File: src/source/cpuPkg.sv
package cpuPkg;

	typedef logic [31:0] word_t;
	typedef logic [4:0] regAddr_t;
	typedef logic [31:0] count_t;
	typedef logic [6:0] opcode_t;
	typedef logic [11:0] apbAddr_t;

	// RV32I major opcodes
	localparam opcode_t OPC_ALU_REG = 7'b0110011;
	localparam opcode_t OPC_ALU_IMM = 7'b0010011;
	localparam opcode_t OPC_LOAD = 7'b0000011;
	localparam opcode_t OPC_STORE = 7'b0100011;
	localparam opcode_t OPC_SYSTEM = 7'b1110011;

	// funct3 codes of the supported ALU operations
	localparam logic [2:0] F3_ADD_SUB = 3'b000;
	localparam logic [2:0] F3_SLT = 3'b010;
	localparam logic [2:0] F3_XOR = 3'b100;
	localparam logic [2:0] F3_OR = 3'b110;
	localparam logic [2:0] F3_AND = 3'b111;

	typedef enum logic [2:0] {ALU_ADD, ALU_SUB, ALU_AND, ALU_OR, ALU_XOR, ALU_SLT} aluOp_t;
	typedef enum logic {SRC_A_PC, SRC_A_REG} srcA_t;
	typedef enum logic [1:0] {SRC_B_REG, SRC_B_IMM, SRC_B_FOUR} srcB_t;
	typedef enum logic {WB_EX, WB_MEM} wbSrc_t;

	typedef enum logic [3:0] {
		IDLE,
		FETCH,
		DECODE,
		EXEC_R,
		EXEC_I,
		MEMORY,
		WRITEBACK,
		WRITEBACK_MEM,
		HALT
	} ctrlState_t;

	// APB byte address map
	localparam apbAddr_t IMEM_BASE = 12'h000;
	localparam apbAddr_t DMEM_BASE = 12'h100;
	localparam apbAddr_t CTRL_ADDR = 12'h200;
	localparam apbAddr_t COUNT_ADDR = 12'h204;

endpackage

File: src/source/regFile.sv
module regFile (
	input logic clk,
	input logic rstN,
	input logic writeEn,
	input cpuPkg::regAddr_t readAddrA,
	input cpuPkg::regAddr_t readAddrB,
	input cpuPkg::regAddr_t writeAddr,
	input cpuPkg::word_t writeData,
	output cpuPkg::word_t readDataA,
	output cpuPkg::word_t readDataB
);

	cpuPkg::word_t regs [32];

	always_ff @(posedge clk) begin
		if (!rstN) begin
			for (int i = 0; i < 32; i++)
				regs[i] <= '0;
		end else if (writeEn && (writeAddr != '0)) begin
			regs[writeAddr] <= writeData;
		end
	end

	// x0 is hardwired to zero
	assign readDataA = (readAddrA == '0) ? '0 : regs[readAddrA];
	assign readDataB = (readAddrB == '0) ? '0 : regs[readAddrB];

endmodule

File: config.mk
export PLATFORM = sky130hd
export DESIGN_NAME = regFile
export DESIGN_NICKNAME = d
export VERILOG_FILES = /design/src/source/cpuPkg.sv /design/src/source/regFile.sv
export SDC_FILE = /design/constraint.sdc
export NUM_CORES = 2
export LEC_CHECK = 0
export ABC_AREA = 1
export BUFFER_PORTS_ARGS = -buffer_cell sky130_fd_sc_hd__buf_2
export CORE_MARGIN = 2
export CORE_UTILIZATION = 35
export CTS_CLUSTER_SIZE = 8
export DETAILED_ROUTE_END_ITERATION = 10
export HOLD_SLACK_MARGIN = 0.08
export PLACE_DENSITY = 0.54
export SYNTH_ARGS = -nofsm -noshare
export SYNTH_HDL_FRONTEND = slang
export SYNTH_SLANG_ARGS = --single-unit
File: constraint.sdc
create_clock -name clk -period 2.4 [get_ports clk]
set_input_delay 0.12 -clock clk [delete_from_list [all_inputs] [get_ports clk]]
set_output_delay 0.12 -clock clk [all_outputs]
set_load 0.02 [all_outputs]
# ---- Word-level counts from Yosys, hierarchy flattened
# Memory sizes are Yosys's and may differ from the RTL's.
# Index checks and enable logic that the tools add are counted.
dict set report classes {
  addsub 0
  n_mul 0
  mux 9
  n_shift 0
  n_eq_ne 0
  reduce_logical 5
  div 0
  n_lt_le_gt_ge 0
  bitwise 0
}
# cell count
set op_table {}
lappend op_table {{$mux W32} 3}
lappend op_table {{$reduce_or A32 Y1} 1}
lappend op_table {{$logic_not A5 Y1} 2}
lappend op_table {{$mux W1} 5}
lappend op_table {{$mux W5} 1}
lappend op_table {{$reduce_bool A5 Y1} 1}
lappend op_table {{$logic_and A1 B1 Y1} 1}
dict set report word_totals {
  regBits 0
  romBits 0
  mem_bits_rw 1024
  output_inout_bits 64
  latch_bits 0
  n_memories 1
}
# name words word_bits read_ports rd_ports_with_merged_regs write_ports line
set memory_table {}
lappend memory_table {regs 32 32 2 0 32 regFile.sv:13} ;# cpuPkg::word_t regs [32];

# ---- Depth between registers and ports, before layout
dict set report logic_depth {
  ltp_word 7
  depth_mapped 13
  ltp_nobuf 10
}

# ---- Least setup slack after synthesis
# Ideal clock, no wire load.
dict set report synth_timing {
  path_kind {input port to flip-flop}
  from {in writeAddr[3]}
  to {mem regs[10][0] in the netlist's numbering (enable)}
  stages 11
  slack_ps 259
  arrival_time_ps 1751
  n_path_buf 1
  path_cell_list {inv_1 -> nand3_1 -> inv_1 -> nand2_1 -> nand3_1 -> inv_1 -> nand3_1 -> inv_1 -> nand2_1 -> buf_2 -> nand2_1}
}
# element line
set synth_lines {}
lappend synth_lines {{start: declaration} regFile.sv:7} ;# input cpuPkg::regAddr_t writeAddr,
lappend synth_lines {{end: declaration} regFile.sv:13}

==> results.py <==
metrics = {
    "sta": {
        "finalSetupTns_ps": 0,
        "rsz0062_at_grt": "yes",
        "setup_viol": 0,
        "hold_viol": 0,
        "final.min_clock_period_ps": 2374,
        "worst_slack_ps": 26.04,
        "timing.fmax_ghz": 0.4212,
        "max_slew_margin": 0.3162,
        "post-route-period-util": 0.9892,
        "max_slew.worst_pin.slew_ps": 1018,
        "final_max_slew_viol_count": 0,
    },
    "worst_hold_path": {
        "hold_depth": 6,
        "min_path_type": "input port to flop",
    },
    "final_layout": {
        "antennaDiodeCount": 0,
        "layout.nets": 7397,
        "largest_reg_flops": 1024,
        "largest_register": "regs",
        "largestRegisters": "regs: 1024 flops",
        "area_growth_pct": 18.17,
        "layout-drive-gt1-share": 0.1227,
        "final_area_mm2": 0.06695,
        "final_util": 0.4169,
    },
    "route": {
        "drt_first_pass_iters": 8,
        "wl_um": 240000,
        "vias": 53729,
        "via_per_inst": 5.640,
        "drt_iter0_drc": 8184,
        "ant_nets": 0,
        "drc": 0,
        "routedWlPerCell_um": 25.20,
    },
    "floorplan": {
        "rows": 147,
        "die_h_um": 406.3,
        "initial_core_util": 0.3528,
        "core_area_mm2": 0.1606,
        "die_x_um": 406.3,
        "die_area_mm2": 0.1651,
        "ioPinCount": 114,
    },
    "power": {
        "leakagePower_nw": 27.56,
        "power_mw": 47.24,
        "p_per_area_mw_per_mm2": 705.6,
        "irDropWorstVdd_v": 0.0007858,
    },
    "clocking": {
        "cts_root_buffer": "clkbuf_16",
        "numCtsBuffers": 146,
        "htree_levels": 4,
        "cts.sinks": 1024,
        "cts_buffer_depth": 3,
        "cts_tree": "built",
        "clk_pin_slew_ps": 50,
    },
    "placement": {
        "place_congestion": 0.8996,
        "dpl.hpwl_um": 144300,
        "place_area_mm2": 0.06184,
        "port_buffers": 113,
        "place_ws_ps": 56.91,
    },
    "synth": {
        "netlist_area_mm2": 0.05665,
        "yosysUniqueCellTypes": 20,
        "synth_top_area_frac": 0.5428,
        "netlist_top_cells_area": "edfxtp_1 (54%), nand2_1 (14%), nor2_1 (12%)",
        "synth-seq-cells": 1024,
        "yosysTopAreaCell": "edfxtp_1",
        "netlist_instances": 7255,
        "synth-seq-area-share": 0.5428,
        "avgSynthCellArea_um2": 7.809,
        "synth_warnings": 0,
    },
    "flow_run": {
        "max_cap_viol_count": 0,
    },
    "worst_setup_path": {
        "crit_required_ps": 2280,
        "end_kind": "primary output",
        "critPathMaxFanout": 2,
        "cp_data_arrival_time_ps": 2250,
        "crit_type": "flop to primary output",
        "startpoint_type": "flop",
    },
    "run_status": {
        "status": "completed",
    },
    "grt": {
        "grt_max_degree": 93,
        "grt_pass1_vias": 50337,
        "grt_pass1_wl_um": 344400,
        "overflow": 0,
        "grtUsageTotal": 0.2858,
        "antenna_found_initial": 1,
    },
}
[layout make-up]
type / instances / area (µm²)
clock buffers: 154 / 3769
flip-flops and latches: 1024 / 30750
fillers: 15806 / 93620
repair buffers: 541 / 5469
multi-input cells: 5478 / 23490
clock inverters: 13 / 141.4
well taps: 2160 / 2703
inverters: 156 / 623.1
[through the flow]
step	cells	hold WS, ps
floorplan	7286	359.0
global placement	9323	715.2
detailed placement	9323	720.2
CTS	9524	128.0
global route	9526	201.5
finish	9526	177.7
[repair_timing]
action	4_1_cts	5_1_grt
hold endpoints to repair	973	0
buffers inserted	0	5
resized for setup	106	152
pin swaps	16	61
hold buffers	34	0
setup endpoints to repair	47	55
[where the power goes]
group	switching, mW	internal, mW	total (mW)	leakage [nW]
clock	7.92	11.0	18.9	1.92
combinational	4.96	2.14	7.10	15.9
sequential	0.527	20.7	21.2	9.75
[worst paths after layout]
check	startpoint	to
setup / recovery	regs[18][20]	readDataB[20]
hold / removal	writeAddr[0]	regs[11][14]
[worst max-delay path, cell delays in order (launching register included)]
cell and delay, ps:
edfxtp_1 410, buf_4 150, nor2_1 80, nor2_1 50, o21ai_0 90, nand2_1 80
nand2_1 60, nand3_1 160, nor2_1 170, nor2_2 70, buf_4 150
[synthesized netlist by cell type]
library cell	instances
buf_1	49
nand3_1	984
buf_6	10
nor2_1	1790
clkbuf_1	288
o211ai_1	23
nand4_1	1
o21ai_1	39
conb_1	1
edfxtp_1	1024
buf_4	25
inv_1	151
inv_2	2
o21ai_0	396
nor3_1	8
clkinv_1	3
a21oi_1	121
nand2_1	2084
clkbuf_2	1
buf_2	255
[logic make-up after synthesis]
logic type      synth area share
buf+inv                  0.06058
other cells           0.00006619
compound gates           0.05217
simple gates              0.3444
flops                     0.5428
[metal layers]
| metal | up-vias | wire length [µm] | GRT usage |
|---|---|---|---|
| met3 | 616 | 25840 | 0.05608 |
| met4 | 2 | 12520 | 0.1447 |
| met1 | 25753 | 95290 | 0.3822 |
| met5 | - | 13 | 0 |
| met2 | 3467 | 106400 | 0.4402 |
| li1 | 23891 | - | - |
[cell usage in the layout (no fill, tap or decap), types with 11 or more instances in the layout]
cell type,n
dlygate4sd3_1,34
nand3_1,950
nand3_2,33
nor2_2,49
o211ai_1,23
a21oi_1,111
clkbuf_16,150
nor2_1,1703
conb_1,32
nor2_4,38
nand2_1,1987
inv_1,147
edfxtp_1,1024
buf_6,11
nand2_2,89
buf_4,302
buf_2,75
o21ai_1,48
buf_12,115
o21ai_0,387
Note: power is estimated with default switching activity, not from simulation.
