==> config.mk <==
export PLATFORM = sky130hd
export DESIGN_NAME = memBank
export DESIGN_NICKNAME = d
export VERILOG_FILES = /design/src/source/cpuPkg.sv /design/src/source/memBank.sv
export SDC_FILE = /design/constraint.sdc
export NUM_CORES = 2
export LEC_CHECK = 0
export BUFFER_PORTS_ARGS = -buffer_cell sky130_fd_sc_hd__buf_2
export CORE_MARGIN = 3
export CORE_UTILIZATION = 45
export CTS_CLUSTER_SIZE = 40
export DETAILED_ROUTE_END_ITERATION = 8
export PLACE_DENSITY = 0.59
export SLEW_MARGIN = 20
export SYNTH_ARGS = -nofsm -noshare
export SYNTH_HDL_FRONTEND = slang
export SYNTH_SLANG_ARGS = --single-unit
==> constraint.sdc <==
create_clock -name clk -period 4.6 [get_ports clk]
set_input_delay 0.69 -clock clk [delete_from_list [all_inputs] [get_ports clk]]
set_output_delay 0.69 -clock clk [all_outputs]
set_load 0.005 [all_outputs]
==> src/source/cpuPkg.sv <==
package cpuPkg;

	typedef logic [31:0] word_t;
	typedef logic [4:0] regAddr_t;
	typedef logic [31:0] count_t;
	typedef logic [6:0] opcode_t;
	typedef logic [11:0] apbAddr_t;

	// RV32I major opcodes
	localparam opcode_t OPC_ALU_REG = 7'b0110011;
	localparam opcode_t OPC_ALU_IMM = 7'b0010011;
	localparam opcode_t OPC_LOAD = 7'b0000011;
	localparam opcode_t OPC_STORE = 7'b0100011;
	localparam opcode_t OPC_SYSTEM = 7'b1110011;

	// funct3 codes of the supported ALU operations
	localparam logic [2:0] F3_ADD_SUB = 3'b000;
	localparam logic [2:0] F3_SLT = 3'b010;
	localparam logic [2:0] F3_XOR = 3'b100;
	localparam logic [2:0] F3_OR = 3'b110;
	localparam logic [2:0] F3_AND = 3'b111;

	typedef enum logic [2:0] {ALU_ADD, ALU_SUB, ALU_AND, ALU_OR, ALU_XOR, ALU_SLT} aluOp_t;
	typedef enum logic {SRC_A_PC, SRC_A_REG} srcA_t;
	typedef enum logic [1:0] {SRC_B_REG, SRC_B_IMM, SRC_B_FOUR} srcB_t;
	typedef enum logic {WB_EX, WB_MEM} wbSrc_t;

	typedef enum logic [3:0] {
		IDLE,
		FETCH,
		DECODE,
		EXEC_R,
		EXEC_I,
		MEMORY,
		WRITEBACK,
		WRITEBACK_MEM,
		HALT
	} ctrlState_t;

	// APB byte address map
	localparam apbAddr_t IMEM_BASE = 12'h000;
	localparam apbAddr_t DMEM_BASE = 12'h100;
	localparam apbAddr_t CTRL_ADDR = 12'h200;
	localparam apbAddr_t COUNT_ADDR = 12'h204;

endpackage

==> src/source/memBank.sv <==
module memBank #(
	parameter int MEM_WORDS = 64
) (
	input logic clk,
	input logic rstN,
	input cpuPkg::word_t coreAddr,
	input logic coreWriteEn,
	input cpuPkg::word_t coreWriteData,
	output cpuPkg::word_t coreReadData,
	input logic hostWriteEn,
	input logic [$clog2(MEM_WORDS)-1:0] hostIndex,
	input cpuPkg::word_t hostWriteData,
	output cpuPkg::word_t hostReadData
);

	localparam int IDX_W = $clog2(MEM_WORDS);

	cpuPkg::word_t mem [MEM_WORDS];
	logic [IDX_W-1:0] coreIndex;

	// Byte address to word index, upper bits dropped
	assign coreIndex = coreAddr[IDX_W+1:2];

	// No writes land while reset is held; core wins over host
	always_ff @(posedge clk) begin
		if (rstN) begin
			if (coreWriteEn)
				mem[coreIndex] <= coreWriteData;
			else if (hostWriteEn)
				mem[hostIndex] <= hostWriteData;
		end
	end

	assign coreReadData = mem[coreIndex];
	assign hostReadData = mem[hostIndex];

endmodule

## After elaboration in Yosys (flattened, before gate mapping)

Memory sizes are Yosys's and may differ from the RTL's.
Cells that the tools add are included.

| word-level totals | value |
|---|---|
| register bits after elaboration | 0 |
| memories | 1 |
| output and inout port bits | 64 |
| RAM bits | 2048 |
| logic and storage cells | 12 |
| input port bits | 106 |

| operators by class | value |
|---|---|
| muxes and demuxes | 10 |
| reduce and logical (&&, ||, !) cells | 1 |

Memories:

| memory | depth | bits a word | rd ports | clocked after memory_dff | write ports | RTL line | source |
|---|---|---|---|---|---|---|---|
| mem | 64 | 32 | 2 | 0 | 1 | memBank.sv:18 | `cpuPkg::word_t mem [MEM_WORDS];` |

Operators with widths:

| cell | number |
|---|---|
| 32-bit two-way mux | 1 |
| 32-bit OR reduction | 1 |
| 1-bit two-way mux | 8 |
| 6-bit two-way mux | 1 |

## Logic depth before layout (Yosys ltp)

| depth | value |
|---|---|
| word-level depth | 6 |
| mapped depth | 10 |
| mapped depth without buffers | 5 |

## Least setup slack after synthesis

Ideal clock, no wire load.

| timing | value |
|---|---|
| kind | input to register |
| from | input port hostIndex[0] |
| to | memory mem[15][0] in the netlist's numbering (enable) |
| path buffers | 5 |
| path slack | 0.747 ns |
| arrival time | 3.432 ns |
| setup time | 0.421 ns |
| data required time | 4.179 ns |
| stages on the path | 10 |
| cell sequence | buf_4 > buf_6 > buf_6 > buf_6 > buf_4 > nand2_1 > o21ai_0 > and2_1 > nand2_1 > nor2_1 |

| on the way | value |
|---|---|
| cells in the longest elaborated chain, start to end | 1 |

Ends and longest elaborated chain:

| what | RTL line | source |
|---|---|---|
| start: declaration | memBank.sv:11 | `input logic [$clog2(MEM_WORDS)-1:0] hostIndex,` |
| 6-bit two-way mux (no source line) | n/a |  |
| end: declaration | memBank.sv:18 |  |

No other way between the ends.

## Worst setup path in the final report

| timing | value |
|---|---|
| from | input port coreAddr[2] |
| to | output port coreReadData[26] |

| on the way | value |
|---|---|
| cells in the longest elaborated chain, start to end | 1 |

Ends and longest elaborated chain:

| what | RTL line | source |
|---|---|---|
| start: declaration | memBank.sv:6 | `input cpuPkg::word_t coreAddr,` |
| memory 64 x 32 bit | n/a |  |
| end: declaration | memBank.sv:9 | `output cpuPkg::word_t coreReadData,` |

No other way between the ends.

==> reports/results.txt <==
Initial Utilization -> 45.5%
Flip-flop count of the largest register after layout -> 2048
Number of synthesized flops with an enable pin -> 2048
Area of the die -> 216000 um2
Delay-heaviest family, CP -> compound AO/OA/AOI/OAI gates
Pwr per Cell Area -> 390 nW/um2
Initial antenna violation count -> 8
Count of final setup violators -> 0
Pins Over Slew Limit -> 0
Worst Hold Launch -> hostWriteData[1]
Routability-driven placement congestion ratio -> 0.875
Core area -> 208000 um2
Biggest registers after layout -> mem (2048)
VDD IR max -> 0.404 mV
ANT nets after route -> 0
I/O pins -> 170
Max-cap violations -> 0
Synthesis-stage register bit count -> 2048
Via/cell ratio -> 6.80
Syn nets -> 4970
CP Launch Point -> coreAddr[2]
Post_cts resized -> 0
Vias in the first global route -> 56191
Worst EP required -> 3.91 ns
Max-slew headroom at the worst pin -> 19.9%
Fmax -> 225 MHz
Hold Path Class -> primary input to register
# rows -> 167
Final core occ -> 52.6%
Post-synth top flop -> edfxtp_1
Slew @ Worst Pin -> 1.19 ns
Setup tns final -> 0 ns
Final net count -> 5385
Sequential area share after synthesis -> 64.9%
Vias after detailed routing -> 56083
Post-synthesis average cell area -> 19.5 um2
Layout cells sized above 1 -> 37.3%
Tmin final -> 4.45 ns
Routed WL per cell -> 38.7 um
Async S/R FF share, synth -> 0%
Status -> complete, no violations
Max stage delay on crit path -> 1.00 ns
Final Power -> 42.6 mW
CP Capture Type -> output port
Largest reg by FF count -> mem
Kind of critical path -> primary input to output port
Levels on crit path -> 9
Cell variety after synth -> 56
Dpl hpwl -> 200 mm
Total gr overflow -> 0
1st-pass router iterations -> 7
Total GRT Usage -> 29.4%
Mapped Cells -> 4864
Post-CTS Setup Inserts -> 0
Placed cells -> 7851
P&R area growth vs syn -> 15.6%
Fill count -> 16484
Slowest CP cell -> a311oi_1
WHS Path Cells -> 3
# DRC -> 0
CTS H-tree lvls -> 4
Leakage power -> 34.8 nW
Critical Path, Cell by Cell -> buf_8, buf_12, buf_12, mux4_2, o221ai_1, a21oi_1, a21oi_1, a311oi_1, buf_2
Die Y -> 465 um
Largest net degree at the start of global routing -> 65
CTS tree -> built
Clock net sink count -> 2048
Fin cells -> 8249
CTS Buf Count -> 214
First-pass GRT wire length -> 444 mm
Routed WL -> 319 mm
Buf/Inv on CP -> 4
Hold_buf cts -> 0
Critical Path AT -> 3.76 ns
Final period util -> 96.8%
Die width -> 465 um
Fin. Hold Viols -> 0
Clock root buffer -> clkbuf_16
DRT iter0 DRCs -> 7489
Longest Clk Path Bufs -> 3
Clock transition at path regs -> 0.06 ns
Synth warn -> 0
Crit-path max FO -> 37
Crit path launch type -> primary input
Mapped cell area -> 94700 um2
Port bufs -> 143
## per-layer routing
metal  up-vias  track usage (%)  wire length [um]
li1      21893                -                 -
met1     30150             40.8            122000
met2      3424             45.9            149000
met3       614             5.64             32400
met4         2             12.2             15600
met5         -                0                19
## Yosys cell counts, types with 15 or more instances
cell type     n  share of area, %
buf_4        77              0.61
o221ai_1     89              0.82
a31oi_1      25              0.17
mux2i_1     242               2.6
mux4_2      928                22
a22oi_1     156               1.2
nor4_1       15             0.099
mux2_2       72              0.86
edfxtp_1   2048                65
buf_6        19              0.23
buf_1        30              0.12
buf_2       112              0.59
nor2b_1      16              0.11
a21oi_1     135              0.71
nor2_1      164              0.65
nand2_1     231              0.92
nand3_1      52              0.27
clkbuf_1    152              0.60
nor3_1       16             0.085
a22o_1       34              0.31
o22ai_1      63              0.42
mux2_1       28              0.33
## worst min-delay path, stage by stage
cell,delay [ns]
buf_2,0.07
nand2_1,0.05
nand2_2,0.19
## power breakdown
part / internal, mW / switching [mW]
Clock: 10.4 / 7.51
Sequential: 20.8 / 0.0489
Combinational: 1.49 / 2.40
## cells by family (layout without fill, tap and decap cells)
family / after synthesis / in the layout / share of synthesized area (%)
AOI/OAI and AO/OA: 597 / 597 / 4.50
buffers and inverters: 395 / 988 / 2.17
and+or+nand+nor: 554 / 554 / 2.59
DFF: 2048 / 2048 / 64.9
muxes: 1270 / 1270 / 25.8
other: 0 / 4 / 0
## per-stage QoR
stage / hold WS, ns / setup slack [ns] / instance area, um2
floorplan: 1.33 / 0.747 / 94700
global placement: 1.18 / 0.212 / 102000
detailed placement: 1.19 / 0.208 / 102000
CTS: 0.276 / 0.193 / 109000
global route: 0.310 / -0.0103 / 109000
finish: 0.316 / 0.149 / 109000
## final timing paths
check                to
max    coreReadData[26]
min          mem[29][1]
## cells in the final DEF, fill, tap and decap left out, types with 34 or more instances in the layout
master	synthesis	layout
edfxtp_1	2048	2048
mux4_2	928	928
buf_4	77	350
mux2i_1	242	242
clkbuf_16	0	216
nand2_1	231	199
a22oi_1	156	156
buf_2	112	135
a21oi_1	135	134
buf_12	0	99
nor2_1	164	97
o221ai_1	89	89
mux2_2	72	72
nor2_4	0	65
o22ai_1	63	63
nand3_1	52	52
clkinv_1	0	43
clkinv_2	0	43
clkbuf_1	152	35
a22o_1	34	34
## final cells by class
type                       count  area, um2  area share (%)
antenna                        4       10.0         0.00914
clock buffer                 251       5540            5.06
clock inverter               143       1640            1.50
inverter                       4       20.0          0.0183
multi-input combinational   2421      31900            29.1
sequential                  2048      61500            56.2
tap                         2788       3490            3.19
timing repair buffer         590       5370            4.91
Power figures use the tool's default switching activity.
