===== src/source/cpuPkg.sv =====
package cpuPkg;

	typedef logic [31:0] word_t;
	typedef logic [4:0] regAddr_t;
	typedef logic [31:0] count_t;
	typedef logic [6:0] opcode_t;
	typedef logic [11:0] apbAddr_t;

	// RV32I major opcodes
	localparam opcode_t OPC_ALU_REG = 7'b0110011;
	localparam opcode_t OPC_ALU_IMM = 7'b0010011;
	localparam opcode_t OPC_LOAD = 7'b0000011;
	localparam opcode_t OPC_STORE = 7'b0100011;
	localparam opcode_t OPC_SYSTEM = 7'b1110011;

	// funct3 codes of the supported ALU operations
	localparam logic [2:0] F3_ADD_SUB = 3'b000;
	localparam logic [2:0] F3_SLT = 3'b010;
	localparam logic [2:0] F3_XOR = 3'b100;
	localparam logic [2:0] F3_OR = 3'b110;
	localparam logic [2:0] F3_AND = 3'b111;

	typedef enum logic [2:0] {ALU_ADD, ALU_SUB, ALU_AND, ALU_OR, ALU_XOR, ALU_SLT} aluOp_t;
	typedef enum logic {SRC_A_PC, SRC_A_REG} srcA_t;
	typedef enum logic [1:0] {SRC_B_REG, SRC_B_IMM, SRC_B_FOUR} srcB_t;
	typedef enum logic {WB_EX, WB_MEM} wbSrc_t;

	typedef enum logic [3:0] {
		IDLE,
		FETCH,
		DECODE,
		EXEC_R,
		EXEC_I,
		MEMORY,
		WRITEBACK,
		WRITEBACK_MEM,
		HALT
	} ctrlState_t;

	// APB byte address map
	localparam apbAddr_t IMEM_BASE = 12'h000;
	localparam apbAddr_t DMEM_BASE = 12'h100;
	localparam apbAddr_t CTRL_ADDR = 12'h200;
	localparam apbAddr_t COUNT_ADDR = 12'h204;

endpackage


===== src/source/execUnit.sv =====
module execUnit (
	input logic clk,
	input logic rstN,
	input logic irWrite,
	input logic aluOverride,
	input cpuPkg::srcA_t srcA,
	input cpuPkg::srcB_t srcB,
	input cpuPkg::wbSrc_t wbSrc,
	input cpuPkg::word_t instrIn,
	input cpuPkg::word_t pc,
	input cpuPkg::word_t regA,
	input cpuPkg::word_t regB,
	input cpuPkg::word_t memRead,
	output cpuPkg::opcode_t opcode,
	output cpuPkg::regAddr_t rs1,
	output cpuPkg::regAddr_t rs2,
	output cpuPkg::regAddr_t rd,
	output cpuPkg::word_t aluResult,
	output cpuPkg::word_t aluOut,
	output cpuPkg::word_t storeData,
	output cpuPkg::word_t wbData
);

	cpuPkg::word_t instr;
	cpuPkg::word_t memData;
	cpuPkg::word_t imm;
	cpuPkg::word_t opA;
	cpuPkg::word_t opB;
	cpuPkg::aluOp_t aluOp;
	logic [2:0] funct3;

	always_ff @(posedge clk) begin
		if (!rstN)
			instr <= '0;
		else if (irWrite)
			instr <= instrIn;
	end

	assign opcode = instr[6:0];
	assign rd = instr[11:7];
	assign funct3 = instr[14:12];
	assign rs1 = instr[19:15];
	assign rs2 = instr[24:20];

	// S-type splits the offset around rd
	assign imm = (opcode == cpuPkg::OPC_STORE) ?
		{{20{instr[31]}}, instr[31:25], instr[11:7]} : {{20{instr[31]}}, instr[31:20]};

	assign opA = (srcA == cpuPkg::SRC_A_PC) ? pc : regA;

	always_comb begin
		case (srcB)
			cpuPkg::SRC_B_IMM: opB = imm;
			cpuPkg::SRC_B_FOUR: opB = 32'd4;
			default: opB = regB;
		endcase
	end

	////////////////////////////////////////////////////////////////////////////
	// ALU
	////////////////////////////////////////////////////////////////////////////
	always_comb begin
		aluOp = cpuPkg::ALU_ADD;
		if (!aluOverride) begin
			case (funct3)
				// funct7 bit 5 selects SUB, register form only
				cpuPkg::F3_ADD_SUB:
					if (opcode == cpuPkg::OPC_ALU_REG && instr[30])
						aluOp = cpuPkg::ALU_SUB;
				cpuPkg::F3_SLT: aluOp = cpuPkg::ALU_SLT;
				cpuPkg::F3_XOR: aluOp = cpuPkg::ALU_XOR;
				cpuPkg::F3_OR: aluOp = cpuPkg::ALU_OR;
				cpuPkg::F3_AND: aluOp = cpuPkg::ALU_AND;
				default: aluOp = cpuPkg::ALU_ADD;
			endcase
		end
	end

	always_comb begin
		case (aluOp)
			cpuPkg::ALU_SUB: aluResult = opA - opB;
			cpuPkg::ALU_AND: aluResult = opA & opB;
			cpuPkg::ALU_OR: aluResult = opA | opB;
			cpuPkg::ALU_XOR: aluResult = opA ^ opB;
			cpuPkg::ALU_SLT: aluResult = {31'b0, $signed(opA) < $signed(opB)};
			default: aluResult = opA + opB;
		endcase
	end

	// Result and load data registers, loaded every cycle
	always_ff @(posedge clk) begin
		aluOut <= aluResult;
		memData <= memRead;
	end

	assign storeData = regB;
	assign wbData = (wbSrc == cpuPkg::WB_MEM) ? memData : aluOut;

endmodule


===== config.mk =====
export PLATFORM = sky130hd
export DESIGN_NAME = execUnit
export DESIGN_NICKNAME = d
export VERILOG_FILES = /design/src/source/cpuPkg.sv /design/src/source/execUnit.sv
export SDC_FILE = /design/constraint.sdc
export NUM_CORES = 1
export LEC_CHECK = 0
export BUFFER_PORTS_ARGS = -buffer_cell sky130_fd_sc_hd__buf_4
export CAP_MARGIN = 20
export CORE_UTILIZATION = 40
export CTS_BUF_LIST = sky130_fd_sc_hd__clkbuf_4 sky130_fd_sc_hd__clkbuf_8
export DETAILED_ROUTE_END_ITERATION = 16
export GPL_ROUTABILITY_DRIVEN = 0
export PLACE_DENSITY = 0.66
export SLEW_MARGIN = 20
export SYNTH_ARGS = -nofsm -noshare
export SYNTH_HDL_FRONTEND = slang
export SYNTH_SLANG_ARGS = --single-unit

===== constraint.sdc =====
create_clock -name clk -period 8.59 [get_ports clk]
set_input_delay 0.4295 -clock clk [delete_from_list [all_inputs] [get_ports clk]]
set_output_delay 0.4295 -clock clk [all_outputs]
set_load 0.05 [all_outputs]

* Yosys cells after proc, flatten, opt, wreduce, memory -nomap -nowiden *
Index checks and enable logic that the tools add are counted.

cells by class
  add/sub/neg operators = 2
  bitwise gates (word level) = 3
  magnitude comparators = 1
  muxes and demuxes = 8
  reduce and logical (&&, ||, !) cells = 2
  eq/ne operators = 13

operators with widths
  kind                                                              number
  32-bit one-hot mux with 5 select lines                            1
  32-bit 2-to-1 mux                                                 2
  32-bit one-hot mux with 2 select lines                            1
  32-bit adder                                                      1
  32-bit bitwise AND                                                1
  32-bit < comparator                                               1
  32-bit bitwise OR                                                 1
  32-bit subtractor                                                 1
  32-bit bitwise XOR                                                1
  3-bit == test (second input constant)                             5
  3-bit one-hot mux with 5 select lines                             1
  7-bit by 6-bit == test with 1-bit output (second input constant)  2
  3-bit by 2-bit == test with 1-bit output (second input constant)  3
  5-bit 2-to-1 mux                                                  1
  3-bit by 1-bit == test with 1-bit output (second input constant)  1
  3-bit zero test                                                   1
  3-bit 2-to-1 mux                                                  1
  2-bit by 1-bit == test with 1-bit output (second input constant)  1
  2-bit == test (second input constant)                             1
  1-bit logical AND                                                 1
  1-bit 2-to-1 mux                                                  1

word-level totals
  input port bits = 168
  word-level logic and storage cells = 32
  flip-flop bits (word level) = 96
  output and inout bits = 150

* Longest topological paths before layout *
  word-level depth = 7
  depth in mapped cells = 18
  depth with buffers taken out = 18

* Least setup slack after synthesis *
No wires, ideal clock.

  kind = register to output
  start point = register instr[2]
  end point = output port aluResult[24]
  cell stages (with the launch flop) = 19
  arrival = 4553 ps
  buffers on the path = 1
  required time = 8161 ps
  slack = 3607 ps
  cells stage by stage = dfxtp_1 > nor4b_2 > nand3_1 > nor2_1 > mux2_2 > a21oi_1 > nand2_1 > o21a_1 > ha_1 > buf_2 > a211oi_1 > o21bai_1 > a21oi_2 > o21ai_1 > a2111oi_0 > nor3_1 > nor2_1 > mux2_2 > o221ai_1

between the ends
  longest elaborated chain between the ends = 7
  elaborated cells on any way between the ends = 16
  those cells by class = add/sub: 2; eq/ne: 7; mux: 6; reduce/logical: 1

ends and longest elaborated chain
  item                                                                  RTL line        text
  start: declaration                                                    execUnit.sv:24  cpuPkg::word_t instr;
  start signal: assignment                                              execUnit.sv:36  instr <= instrIn;
  parallel branches: the longest is 6 deep, another holds 32-bit adder  -
  32-bit one-hot mux with 5 select lines *                              execUnit.sv:80  case (aluOp)
  end: declaration                                                      execUnit.sv:18  output cpuPkg::word_t aluResult,

Mark *: on every way between the ends.

* Final worst setup path *
Same ends and word-level chain as after synthesis.

==> qor.txt <==
Clk pwr share = 13.8%
Diode count = 0
Final setup violation count = 0
Switching Share = 51.79%
R2r worst-path depth = 16
Crit-path max FO = 6
Mapped Nets = 1456
Vias in the first global route = 8889
WHS = 0.1044 ns
HP Class = input pin to register
Async S/R FF share, synth = 0%
Arr. time, crit path = 5.37 ns
Top FF cell, synth = dfxtp_1
Logic pwr share = 61.7%
Die Span Y = 152.9 um
Final HPWL DP = 22600 um
CP startpoint = instr[2]$_SDFFE_PN0P_
Final slew viol count = 0
Max H-tree Level = 3
R2R setup slack = 3.80 ns
CTS resizes = 0
Status = complete, no violations
Root Buffer = clkbuf_8
Largest net degree at the start of global routing = 39
Total global routing overflow = 0
Die ar. = 23360 sq um
Port Buf Inserts = 317
Post-Place Cells = 1675
Slew @ Worst Pin = 1.145 ns
Leakage = 5.458 nW
Routed Antenna Nets = 0
Maximum clock rate = 172.5 MHz
Power share of the sequential group = 24.4%
Worst EP required = 8.16 ns
Nets = 1674
Clock sinks = 96
Worst Skew = 0.02835 ns
Cell Area, Synth = 9102 sq um
# rows = 54
Startpoint Class = register
Final setup TNS = 0 ns
Final hold viol count = 0
CTS Hold Bufs = 0
Clock buffer depth = 2
Initial antenna violation count = 0
Post-synthesis cell count = 1188
Register area share after synthesis = 21.11%
DRC viols = 0
Core area = 22090 sq um
Slew headroom = 23.62%
Share of cells above drive strength 1 = 29.91%
Power per cell area = 193.4 nW/um^2
Count of non-filler cells in the finished layout = 1691
Worst Setup End Kind = output pin
P_int = 1.065 mW
First-pass GRT wire length = 46610 um
Post-synth EDFFs = 0
Global Route Usage Sum = 25.04%
I/O pin count = 318
Synth Warn # = 0
Per-cell routed wire length = 17.72 um
RR Startpoint = instr[2]$_SDFFE_PN0P_
Reg clk slew, reported paths = 0.13 ns
Drt initial violations = 737
Number of synthesized register bits = 96
Placement Cell Area = 11240 sq um
Die X = 152.9 um
Peak supply drop = 0.1315 mV
Critical path endpoint = aluResult[24]
Crit path kind = register to output pin
CTS Buf Count = 9
Synth top area share = 21.11%
Max cap viols = 0
Net Switching = 1.144 mW
DRT Pass-1 Iters = 5
Top cell type by total area after synthesis = dfxtp_1
Clock Latency Late Sink = 0.41 ns
Post-CTS Setup Inserts = 0
Drt total wl = 29970 um
Final Cell Area = 11420 sq um
Final Total Pwr = 2.209 mW
Top cells by area, synth = dfxtp_1, ha_1, mux2_2, nand2_1, a21oi_1
R2r endpoint = aluOut[24]$_DFF_P_
Minimum clock period = 5.798 ns
Vias = 9334
Vias per cell = 5.520
Layout area overhead = 25.50%
TritonCTS clock tree = yes
Tcrit/Tclk final = 67.49%
Yosys cell types = 74
Mean Syn Cell Area = 7.662 sq um
RSZ-0062 raised after global routing = no
Initial core utilization = 41.20%
## synth_stat cells, drive strengths merged (6+ instances only)
master / number
nand2: 126
inv: 102
ha: 98
dfxtp: 96
a21oi: 88
nor2: 86
o21ai: 83
buf: 78
mux2: 63
mux2i: 42
nor2b: 41
clkbuf: 40
o211ai: 27
nor3: 20
nand3: 16
a211oi: 13
nand2b: 13
o31ai: 13
a211o: 11
or3: 11
o21bai: 10
xnor2: 9
a31oi: 8
o21a: 8
a221oi: 6
## cells in the final DEF (no fill, tap or decap), types with 4 or more instances in the layout
cell / instances
a211o_1: 11
a211oi_1: 13
a21o_1: 4
a21oi_1: 86
a221oi_1: 5
a22oi_1: 5
a31oi_1: 8
and2_1: 5
and3_1: 4
buf_4: 325
clkbuf_8: 9
dfxtp_1: 96
ha_1: 98
inv_1: 102
mux2_2: 63
mux2i_1: 42
nand2_1: 126
nand2b_1: 13
nand3_1: 16
nor2_1: 84
nor2b_1: 41
nor3_1: 18
nor4_1: 4
o211ai_1: 26
o21a_1: 8
o21ai_0: 76
o21ai_1: 7
o21bai_1: 10
o221ai_1: 5
o22ai_1: 4
o311a_1: 4
o31ai_1: 13
or3_1: 10
xnor2_1: 9
## worst max-delay path, stage by stage, from the launching register on
cell and delay (ns):
dfxtp_1 0.35, nor4b_2 0.28, nand3_1 0.15, nor2_1 0.50, mux2i_1 0.24, o21ai_0 0.17
ha_1 0.29, fa_1 0.51, a211oi_1 0.24, o21bai_1 0.12, a21oi_2 0.28, o21ai_1 0.27
a2111oi_0 0.51, nor3_1 0.10, nor2_1 0.12, mux2_2 0.34, o221ai_1 0.27, buf_4 0.26
## how the worst min path moves through the flow
stage	endpoint	slack [ns]	startpoint	depth (start not counted)
after floorplan	memData[0]$_DFF_P_	0.46	memRead[0]	0
final	memData[24]$_DFF_P_	0.10	memRead[24]	1
after CTS	memData[24]$_DFF_P_	0.09	memRead[24]	1
after global routing	memData[24]$_DFF_P_	0.09	memRead[24]	1
after detailed placement	instr[16]$_SDFFE_PN0P_	0.51	instr[16]$_SDFFE_PN0P_	2
after global placement	instr[16]$_SDFFE_PN0P_	0.50	instr[16]$_SDFFE_PN0P_	2
## routing by layer
metal  track usage, %  routed length (um)  up-vias
li1                 -                   -     4507
met1            32.03               12970     4323
met2            42.16               14120      441
met3            4.792                2178       63
met4            8.225                 705        0
met5                0                   0        -
## cells by family (layout without fill, tap and decap cells)
| group | Yosys count | in the layout | share of synthesized area [%] |
|---|---|---|---|
| flip-flops | 96 | 96 | 21.11 |
| AO/OA/AOI/OAI | 316 | 316 | 22.49 |
| AND/OR/NAND/NOR | 340 | 340 | 17.43 |
| multiplexers | 105 | 105 | 12.41 |
| adder cells (fa/ha/maj) | 100 | 100 | 13.91 |
| XOR/XNOR | 11 | 11 | 1.059 |
| buffers and inverters | 220 | 443 | 11.59 |
## state kept, by name, indices dropped and copies added (netlist names)
signal and count:
aluOut 32, instr 32, memData 32
## power by group through the flow
stage / combinational [mW] / clock (mW) / sequential (mW)
2_1_floorplan: 0.814 / 0 / 0.698
3_3_place_gp: 1.35 / 0 / 0.550
3_5_place_dp: 1.35 / 0 / 0.550
4_1_cts: 1.36 / 0.316 / 0.540
5_1_grt: 1.44 / 0.333 / 0.548
6_report: 1.36 / 0.305 / 0.540
## cell type report
| cell class | count | area, sq um |
|---|---|---|
| fill | 2192 | 10670 |
| multi-input combinational | 872 | 6145 |
| sequential | 96 | 1922 |
| tap | 280 | 350.3 |
| clock inverter | 7 | 60.06 |
| inverter | 102 | 382.9 |
| timing repair buffer | 325 | 2440 |
| clock buffer | 9 | 123.9 |
## through the flow
| step | util [%] | setup WS [ns] |
|---|---|---|
| 2_1_floorplan | - | 3.607 |
| 3_3_place_gp | 50.87 | 3.421 |
| 3_5_place_dp | 50.87 | 3.297 |
| 4_1_cts | 51.70 | 2.854 |
| 5_1_grt | 51.70 | 2.406 |
| 6_report | 51.70 | 2.792 |
No activity file was read; power rests on OpenSTA's default activity.
