<file path="src/source/cpuPkg.sv">
package cpuPkg;

	typedef logic [31:0] word_t;
	typedef logic [4:0] regAddr_t;
	typedef logic [31:0] count_t;
	typedef logic [6:0] opcode_t;
	typedef logic [11:0] apbAddr_t;

	// RV32I major opcodes
	localparam opcode_t OPC_ALU_REG = 7'b0110011;
	localparam opcode_t OPC_ALU_IMM = 7'b0010011;
	localparam opcode_t OPC_LOAD = 7'b0000011;
	localparam opcode_t OPC_STORE = 7'b0100011;
	localparam opcode_t OPC_SYSTEM = 7'b1110011;

	// funct3 codes of the supported ALU operations
	localparam logic [2:0] F3_ADD_SUB = 3'b000;
	localparam logic [2:0] F3_SLT = 3'b010;
	localparam logic [2:0] F3_XOR = 3'b100;
	localparam logic [2:0] F3_OR = 3'b110;
	localparam logic [2:0] F3_AND = 3'b111;

	typedef enum logic [2:0] {ALU_ADD, ALU_SUB, ALU_AND, ALU_OR, ALU_XOR, ALU_SLT} aluOp_t;
	typedef enum logic {SRC_A_PC, SRC_A_REG} srcA_t;
	typedef enum logic [1:0] {SRC_B_REG, SRC_B_IMM, SRC_B_FOUR} srcB_t;
	typedef enum logic {WB_EX, WB_MEM} wbSrc_t;

	typedef enum logic [3:0] {
		IDLE,
		FETCH,
		DECODE,
		EXEC_R,
		EXEC_I,
		MEMORY,
		WRITEBACK,
		WRITEBACK_MEM,
		HALT
	} ctrlState_t;

	// APB byte address map
	localparam apbAddr_t IMEM_BASE = 12'h000;
	localparam apbAddr_t DMEM_BASE = 12'h100;
	localparam apbAddr_t CTRL_ADDR = 12'h200;
	localparam apbAddr_t COUNT_ADDR = 12'h204;

endpackage

</file>
<file path="src/source/apbBridge.sv">
module apbBridge #(
	parameter int MEM_WORDS = 64
) (
	input logic clk,
	input logic rstN,
	input logic psel,
	input logic penable,
	input logic pwrite,
	input cpuPkg::apbAddr_t paddr,
	input cpuPkg::word_t pwdata,
	output cpuPkg::word_t prdata,
	output logic pready,
	output logic pslverr,
	output logic start,
	input logic halted,
	input logic running,
	input cpuPkg::count_t count,
	output logic imemWriteEn,
	output logic dmemWriteEn,
	output logic [$clog2(MEM_WORDS)-1:0] hostIndex,
	output cpuPkg::word_t hostWriteData,
	input cpuPkg::word_t imemReadData,
	input cpuPkg::word_t dmemReadData
);

	localparam int IDX_W = $clog2(MEM_WORDS);
	localparam int SPAN = MEM_WORDS * 4;

	logic access;
	logic aligned;
	logic imemHit;
	logic dmemHit;
	logic ctrlHit;
	logic countHit;
	logic mapped;
	cpuPkg::apbAddr_t imemOff;
	cpuPkg::apbAddr_t dmemOff;

	assign access = psel && penable;
	assign aligned = (paddr[1:0] == 2'b00);

	// Addresses below a base wrap high and fail the span check
	assign imemOff = paddr - cpuPkg::IMEM_BASE;
	assign dmemOff = paddr - cpuPkg::DMEM_BASE;
	assign imemHit = aligned && (imemOff < SPAN);
	assign dmemHit = aligned && (dmemOff < SPAN);
	assign ctrlHit = (paddr == cpuPkg::CTRL_ADDR);
	assign countHit = (paddr == cpuPkg::COUNT_ADDR) && !pwrite;
	assign mapped = imemHit || dmemHit || ctrlHit || countHit;

	// Both bases sit on span boundaries, so one word index serves both memories
	assign hostIndex = paddr[IDX_W+1:2];
	assign hostWriteData = pwdata;

	// Memories are locked to the host during a run
	assign imemWriteEn = access && pwrite && imemHit && !running;
	assign dmemWriteEn = access && pwrite && dmemHit && !running;

	assign pready = 1'b1;
	assign pslverr = access && (!mapped || ((imemHit || dmemHit) && running));

	always_comb begin
		prdata = '0;
		if (imemHit && !running)
			prdata = imemReadData;
		else if (dmemHit && !running)
			prdata = dmemReadData;
		else if (ctrlHit)
			prdata = {30'b0, running, halted};
		else if (countHit)
			prdata = count;
	end

	// Start pulse follows the control write by one cycle
	always_ff @(posedge clk) begin
		if (!rstN)
			start <= 1'b0;
		else
			start <= access && pwrite && ctrlHit && pwdata[0] && !running;
	end

endmodule

</file>
<file path="config.mk">
export PLATFORM = sky130hd
export DESIGN_NAME = apbBridge
export DESIGN_NICKNAME = d
export VERILOG_FILES = /design/src/source/cpuPkg.sv /design/src/source/apbBridge.sv
export SDC_FILE = /design/constraint.sdc
export NUM_CORES = 1
export LEC_CHECK = 0
export BUFFER_PORTS_ARGS = -buffer_cell sky130_fd_sc_hd__buf_2
export CAP_MARGIN = 20
export CORE_AREA = 2 2 87 89
export CTS_BUF_LIST = sky130_fd_sc_hd__clkbuf_8
export DETAILED_ROUTE_END_ITERATION = 12
export DIE_AREA = 0 0 89 91
export SETUP_SLACK_MARGIN = 0.2
export SYNTH_ARGS = -nofsm -noshare
export SYNTH_HDL_FRONTEND = slang
export SYNTH_SLANG_ARGS = --single-unit
</file>
<file path="constraint.sdc">
create_clock -name clk -period 2.83 [get_ports clk]
set_input_delay 0.283 -clock clk [delete_from_list [all_inputs] [get_ports clk]]
set_output_delay 0.283 -clock clk [all_outputs]
set_load 0.005 [all_outputs]
</file>
# [Yosys cells after proc, flatten, opt, wreduce, memory -nomap -nowiden]
# Index checks and enable logic that the tools add are counted.
[op_classes] add_sub_neg=1 multipliers=0 div=0 order_cmp=2 eq_ne=2 n_shift=0 n_mux=4 bitwise=0 n_reduce_logical=24
[op_table] cell="$mux 32" count=4
[op_table] cell="$eq 12x10->1 const B" count=2
[op_table] cell="$lt 12x9->1 const B" count=2
[op_table] cell="$logic_and 1x1->1" count=16
[op_table] cell="$sub 12x9->12 const B" count=1
[op_table] cell="$logic_or 1x1->1" count=4
[op_table] cell="$logic_not 1->1" count=3
[op_table] cell="$logic_not 2->1" count=1
[totals] ff_bits=1 latchBits=0 ram_bits=0 romBits=0 in_bits=147 wordCells=34 mem_count=0

# [Logic depth before layout (Yosys ltp)]
# Gate-level depths: netlist (run 1).
[logic_depth] depth_word=9 ltp_mapped=5 mapped_depth_nobuf=3

# [Worst setup path after synthesis (run 1)]
# OpenSTA, ideal clock, no wires.
[synth_timing] kind="input port to output port" start="input port paddr[1]" end="output port prdata[30]" arrival_time_ps=1306 required_time_ps=2547 slack_ps=1241 stages=4 path_cell_list="nor4_4 buf_6 nand4_1 a21oi_1"
[synth_between] elab_chain_len=6
[synth_lines] item="from (decl)" line_no="apbBridge.sv:9" source="input cpuPkg::apbAddr_t paddr,"
[synth_lines] item="$sub 12x9->12 / $eq 12x10->1 (equally long branches)" line_no="apbBridge.sv:44, apbBridge.sv:48"
[synth_lines] item="$lt 12x9->1 / $logic_and 1x1->1 (equally long branches)" line_no="apbBridge.sv:46, apbBridge.sv:48"
[synth_lines] item="$logic_and 1x1->1 / $mux 32 (equally long branches)" line_no="apbBridge.sv:46, apbBridge.sv:70"
[synth_lines] item="$logic_and 1x1->1 / $mux 32 (equally long branches)" line_no="apbBridge.sv:66, apbBridge.sv:68"
[synth_lines] item="$mux 32" line_no="apbBridge.sv:66" source="else if (dmemHit && !running)"
[synth_lines] item="$mux 32 *" line_no="apbBridge.sv:64" source="if (imemHit && !running)"
[synth_lines] item="to (decl)" line_no="apbBridge.sv:11" source="output cpuPkg::word_t prdata,"
# Every way passes the cells marked *; elsewhere a longest branch is shown, timed or not.

# [Worst setup path after layout (run 1)]
[layout_timing] start="input port paddr[9]" end="output port prdata[16]"
# Same word-level chain as after synthesis.

==> results.txt, run 1 <==
status -> finished clean
RSZ-0062 raised after global routing -> no
Biggest register -> start
logic gate share of total power -> 0.929
Hold Path Sink -> start$_SDFF_PN0_
Post-Syn Area -> 1700 sq um
Mapped Cells -> 251
fin. max-slew vios -> 0
kind of launch point of the worst setup path -> primary input
Die ar. -> 8100 sq um
total vias in the final route -> 2294
post-synthesis sequential area ratio -> 0.0118
total congestion overflow -> 0
crit path time final -> 1.97 ns
Setup crit end kind -> output port
Unique masters post-synth -> 27
Worst EP arrival -> 1.69 ns
first-pass GRT wire length -> 9320 um
Layout area overhead -> 29.4%
sw power -> 96.4 uW
vias in the first global route -> 2014
detailed-placement wirelength estimate -> 4880 um
CP Data Required Time -> 2.55 ns
WL/cell -> 14.4 um
Hold Path Origin -> pwdata[0]
Setup Fix Bufs, Post-CTS -> 0
fin nets -> 496
final RePlAce weighted congestion -> 0.782
Power Internal -> 106 uW
pre-CTS setup slack -> 0.770 ns
non-filler cells, final -> 446
Die H -> 91 um
max cap viols -> 0
initial core utilization -> 0.238
fmax -> 507 MHz
most frequent cells in the layout -> buf_2 (158), nor3_1 (34), o211ai_1 (31), and3b_1 (31), a21oi_1 (31)
switch share -> 0.477
# hold bufs at CTS -> 0
Setup violations, final -> 0
Reg clk slew, reported paths -> 0 ns
initial antenna violation count -> 0
Largest register FFs -> 1
commonest non-fill, non-tap cell in the layout -> buf_2
worst hold stages -> 3
Die W -> 89 um
FP Rows -> 31
syn_area_per_cell -> 6.78 sq um
area of the core -> 7140 sq um
Antenna Nets Post-Route -> 0
biggest regs -> start: 1 flops
DRC errors left -> 0
critical path class -> primary input to output port
clock share of power -> 0
final worst-path cycle share -> 0.696
VDD IR max -> 0.0000939 V
Leak Pwr -> 1.10 nW
pwr dens -> 91.8 nW/um^2
dpl cells -> 445
drt first pass iters -> 4
Setup TNS -> 0 ns
syn_nets -> 398
Least-Margin Pin Slew -> 0.669 ns
synth warn -> 0
Initial DRC Count -> 58
routed vias/inst -> 5.14
Seq pwr share -> 0.071
relative max-transition margin -> 0.554
share of layout cells above drive strength 1 -> 0.496
FF+latch count, synth -> 1
total track usage -> 0.138
diode count -> 0
Max Fanout on Critical Path -> 18
IO Pins -> 222
hold crit path type -> primary input to register
endpoints failing hold -> 0
Setup WS post-layout -> 0.859 ns
Routed WL -> 6420 um
post-cts sizing count -> 0
largest net degree at the start of global routing -> 38
IO Port Bufs -> 158
==> per-stage QoR <==
step	power, mW	cell area [sq um]	hold WS, ns	utilization
4_1_cts	0.201	2190	0.563	0.306
6_report	0.202	2200	0.558	0.309
3_5_place_dp	0.200	2190	0.561	0.306
3_3_place_gp	0.199	2190	0.551	0.306
2_1_floorplan	0.138	1700	0.414	-
5_1_grt	0.220	2200	0.566	0.309
==> synthesized netlist by cell type (all sizes together) <==
| cell | count | area (sq um) |
|---|---|---|
| nor4 | 1 | 21.3 |
| buf | 61 | 459 |
| mux2i | 1 | 10.0 |
| o2111ai | 1 | 8.76 |
| dfxtp | 1 | 20.0 |
| nand4 | 30 | 188 |
| nand3 | 3 | 20.0 |
| nor4b | 1 | 23.8 |
| o22ai | 1 | 6.26 |
| clkbuf | 10 | 37.5 |
| nand2 | 1 | 3.75 |
| or4 | 1 | 7.51 |
| and3b | 31 | 272 |
| inv | 2 | 7.51 |
| nor3 | 35 | 175 |
| or3 | 1 | 6.26 |
| conb | 1 | 3.75 |
| nor2 | 2 | 7.51 |
| a21oi | 31 | 155 |
| and2 | 1 | 6.26 |
| a31oi | 1 | 6.26 |
| o211ai | 31 | 233 |
| nor2b | 2 | 12.5 |
| o2111a | 1 | 11.3 |
==> kinds of logic (layout without fill, tap and decap cells) <==
| family | Yosys count | after routing | share of synthesized area |
|---|---|---|---|
| compound gates | 66 | 66 | 0.247 |
| flops | 1 | 1 | 0.0118 |
| other cells | 1 | 1 | 0.00220 |
| mux | 1 | 1 | 0.00588 |
| buf+inv | 73 | 169 | 0.296 |
| simple gates | 109 | 109 | 0.437 |
==> worst max path at each step <==
stage | start | endpoint | slack [ns] | depth (start not counted)
finish | paddr[9] | prdata[16] | 0.86 | 6
global route | paddr[9] | prdata[6] | 0.66 | 6
CTS | paddr[9] | prdata[23] | 0.77 | 5
detailed placement | paddr[9] | prdata[23] | 0.77 | 5
global placement | paddr[8] | prdata[16] | 0.82 | 5
floorplan | paddr[1] | prdata[30] | 1.24 | 4
==> worst max-delay path, stage by stage <==
cell and delay [ns]:
buf_2 0.12, nor2_2 0.53, buf_4 0.35, o211ai_1 0.12, a21oi_1 0.15, buf_2 0.13
==> power groups by stage <==
stage	Sequential, mW	Clock, mW	Combinational (mW)
2_1_floorplan	0.0144	0	0.123
3_3_place_gp	0.0144	0	0.185
3_5_place_dp	0.0144	0	0.185
4_1_cts	0.0144	0	0.186
5_1_grt	0.0144	0	0.205
6_report	0.0144	0	0.188
==> layer usage <==
metal	GRT usage	share of wire	vias up	wire length [um]
met5	0	0	-	0
met4	0.0373	0.023	0	146
met3	0.00636	0.069	22	443
met2	0.249	0.49	117	3160
met1	0.174	0.42	1039	2680
li1	-	-	1116	-
==> layout make-up <==
| cell class | instances | area (sq um) |
|---|---|---|
| fillers | 826 | 4930 |
| inverters | 2 | 7.51 |
| multi-input cells | 177 | 1180 |
| flip-flops and latches | 1 | 20.0 |
| well taps | 99 | 124 |
| repair buffers | 167 | 866 |
Note: power is estimated with default switching activity, not from simulation.
==> run 2, diff against run 1 <==
--- a/config.mk
+++ b/config.mk
@@ -5,6 +5,7 @@
 export SDC_FILE = /design/constraint.sdc
 export NUM_CORES = 1
 export LEC_CHECK = 0
+export ABC_AREA = 1
 export BUFFER_PORTS_ARGS = -buffer_cell sky130_fd_sc_hd__buf_2
 export CAP_MARGIN = 20
 export CORE_AREA = 2 2 87 89
==> constraint.sdc (replaced) <==
create_clock -name clk -period 1.68 [get_ports clk]
set_input_delay 0.168 -clock clk [delete_from_list [all_inputs] [get_ports clk]]
set_output_delay 0.168 -clock clk [all_outputs]
set_load 0.005 [all_outputs]
==> run 2 against run 1 <==
Effect of this change:
- total power rose by 35%
- largest cell class is now non-clock buffers
- setup slack got worse by 0.67 ns
- combinational power rose by 32%
- worst hold slack got worse by 0.22 ns
- critical endpoint is now prdata[22]
- synthesized cell count fell by 6.8%
- via count fell by 13%
- critical path type unchanged
- global-route usage fell by 2.3 points
- critical path depth rose by 3
- core utilization fell by 1.7 points
- sequential power rose by 68%
- routed wire length fell by 11%
- cell area fell by 5.5%
==> results.txt, run 2 <==
share of layout cells above drive strength 1 -> 0.585
IO Port Bufs -> 158
Layout area overhead -> 62.2%
fin nets -> 503
FF+latch count, synth -> 1
hold crit path type -> primary input to output port
first-pass GRT wire length -> 7690 um
Post-Syn Area -> 1280 sq um
total vias in the final route -> 2007
final RePlAce weighted congestion -> 0.766
post-synth top area share -> 0.252
ranking of synthesized cells by area -> buf_4 (25%), nand3_1 (16%), nor2_1 (12%), a21oi_1 (11%), o21ai_1 (5.9%)
initial antenna violation count -> 0
Biggest register -> start
syn_nets -> 381
CP Data Required Time -> 1.51 ns
WL/cell -> 12.7 um
max cap viols -> 0
Mapped Cells -> 234
endpoints failing hold -> 0
list of most frequent post-synthesis cells -> buf_4 (43), nor2_1 (41), nand3_1 (40)
detailed-placement wirelength estimate -> 4660 um
routed vias/inst -> 4.43
fin. max-slew vios -> 0
Die W -> 89 um
Leak Pwr -> 1.08 nW
VDD IR max -> 0.0000699 V
area of the core -> 7140 sq um
Unique masters post-synth -> 26
DRC errors left -> 0
drt first pass iters -> 4
crit path time final -> 1.49 ns
syn_area_per_cell -> 5.48 sq um
pwr dens -> 132 nW/um^2
RSZ-0062 raised after global routing -> yes
vias in the first global route -> 1754
Initial DRC Count -> 37
critical path class -> primary input to output port
synth warn -> 0
commonest non-fill, non-tap cell in the layout -> buf_2
worst hold stages -> 0
diode count -> 0
Max Fanout on Critical Path -> 8
Primary FF master, synth -> dfxtp_1
Setup TNS -> 0 ns
Die H -> 91 um
FFs w/ async S/R, synth -> 0
status -> finished clean
Antenna Nets Post-Route -> 0
Final Power -> 274 uW
Worst EP arrival -> 1.32 ns
kind of launch point of the worst setup path -> primary input
final worst-path cycle share -> 0.887
Post-synth EDFFs -> 0
# hold bufs at CTS -> 0
biggest regs -> start: 1 flops
post-synthesis sequential area ratio -> 0.0156
most frequent cells in the layout -> buf_2 (156), nand3_1 (40), nor2_1 (36)
final instance area -> 2080 sq um
Setup crit end kind -> output port
initial core utilization -> 0.180
Largest register FFs -> 1
IO Pins -> 222
total congestion overflow -> 0
top-count cell post-synth -> buf_4
FP Rows -> 31
largest net degree at the start of global routing -> 19
Setup violations, final -> 0
fmax -> 671 MHz
post-synth top area cell -> buf_4
Routed WL -> 5730 um
DP Area -> 1910 sq um
total track usage -> 0.115
Die ar. -> 8100 sq um
## run 2: changes by cell type after synthesis, sizes merged, moves of 2 or more
| cell | previous run | this run |
|---|---|---|
| nor2 | 2 | 46 |
| nand3 | 3 | 40 |
| and3b | 31 | 0 |
| nor3 | 35 | 4 |
| o211ai | 31 | 1 |
| o21ai | 0 | 29 |
| nand4 | 30 | 4 |
| nand2 | 1 | 15 |
| buf | 61 | 52 |
| clkbuf | 10 | 2 |
| inv | 2 | 9 |
| nor2b | 2 | 0 |
## run 2: layer usage
| layer | global-route usage | vias up | share of wire |
|---|---|---|---|
| met2 | 0.236 | 119 | 0.51 |
| met3 | 0.0136 | 12 | 0.10 |
| met1 | 0.123 | 882 | 0.37 |
| met4 | 0.0112 | 0 | 0.014 |
| met5 | 0 | - | 0 |
| li1 | - | 994 | - |
## run 2: kinds of logic after synthesis
family	Yosys count	share of synthesized area
buf+inv	63	0.333
other cells	1	0.00292
flops	1	0.0156
simple gates	109	0.410
compound gates	60	0.239
## run 2: power breakdown
part | switching (mW) | leakage [nW] | internal [mW]
registers | 0.0000000378 | 0.00805 | 0.0242
logic | 0.116 | 1.07 | 0.134
clock network | 0 | 0 | 0
## run 2: timing repair
item,in CTS,in global routing
pin swaps,0,12
endpoints found under the hold margin,0,0
cloned,0,2
buffers inserted,0,3
endpoints found under the setup margin,2,30
gates resized for setup,1,47
## run 2: per-stage QoR
step,worst slack (ns),utilization,hold WS (ns),cells
CTS,0.201,0.268,0.336,448
global placement,0.197,0.267,0.336,448
floorplan,0.568,-,0.246,234
detailed placement,0.199,0.267,0.336,448
global route,0.115,0.292,0.336,453
finish,0.190,0.292,0.336,453
## run 2: path summary, 6_finish.rpt
kind	from	to	slack [ns]
worst max-delay path	paddr[10]	prdata[22]	0.19
worst min-delay path	pwdata[12]	hostWriteData[12]	0.34
## run 2: area by class of cell
cell class | count | area (sq um)
fillers | 856 | 5060
inverters | 9 | 33.8
multi-input cells | 170 | 915
flip-flops and latches | 1 | 20.0
well taps | 99 | 124
repair buffers | 174 | 988
## run 2: critical path, stage by stage
cell,delay [ns]
buf_6,0.09
nor2_4,0.14
nand2_4,0.09
nor3_4,0.18
buf_6,0.16
buf_8,0.14
o21ai_1,0.10
a21oi_1,0.13
buf_2,0.12
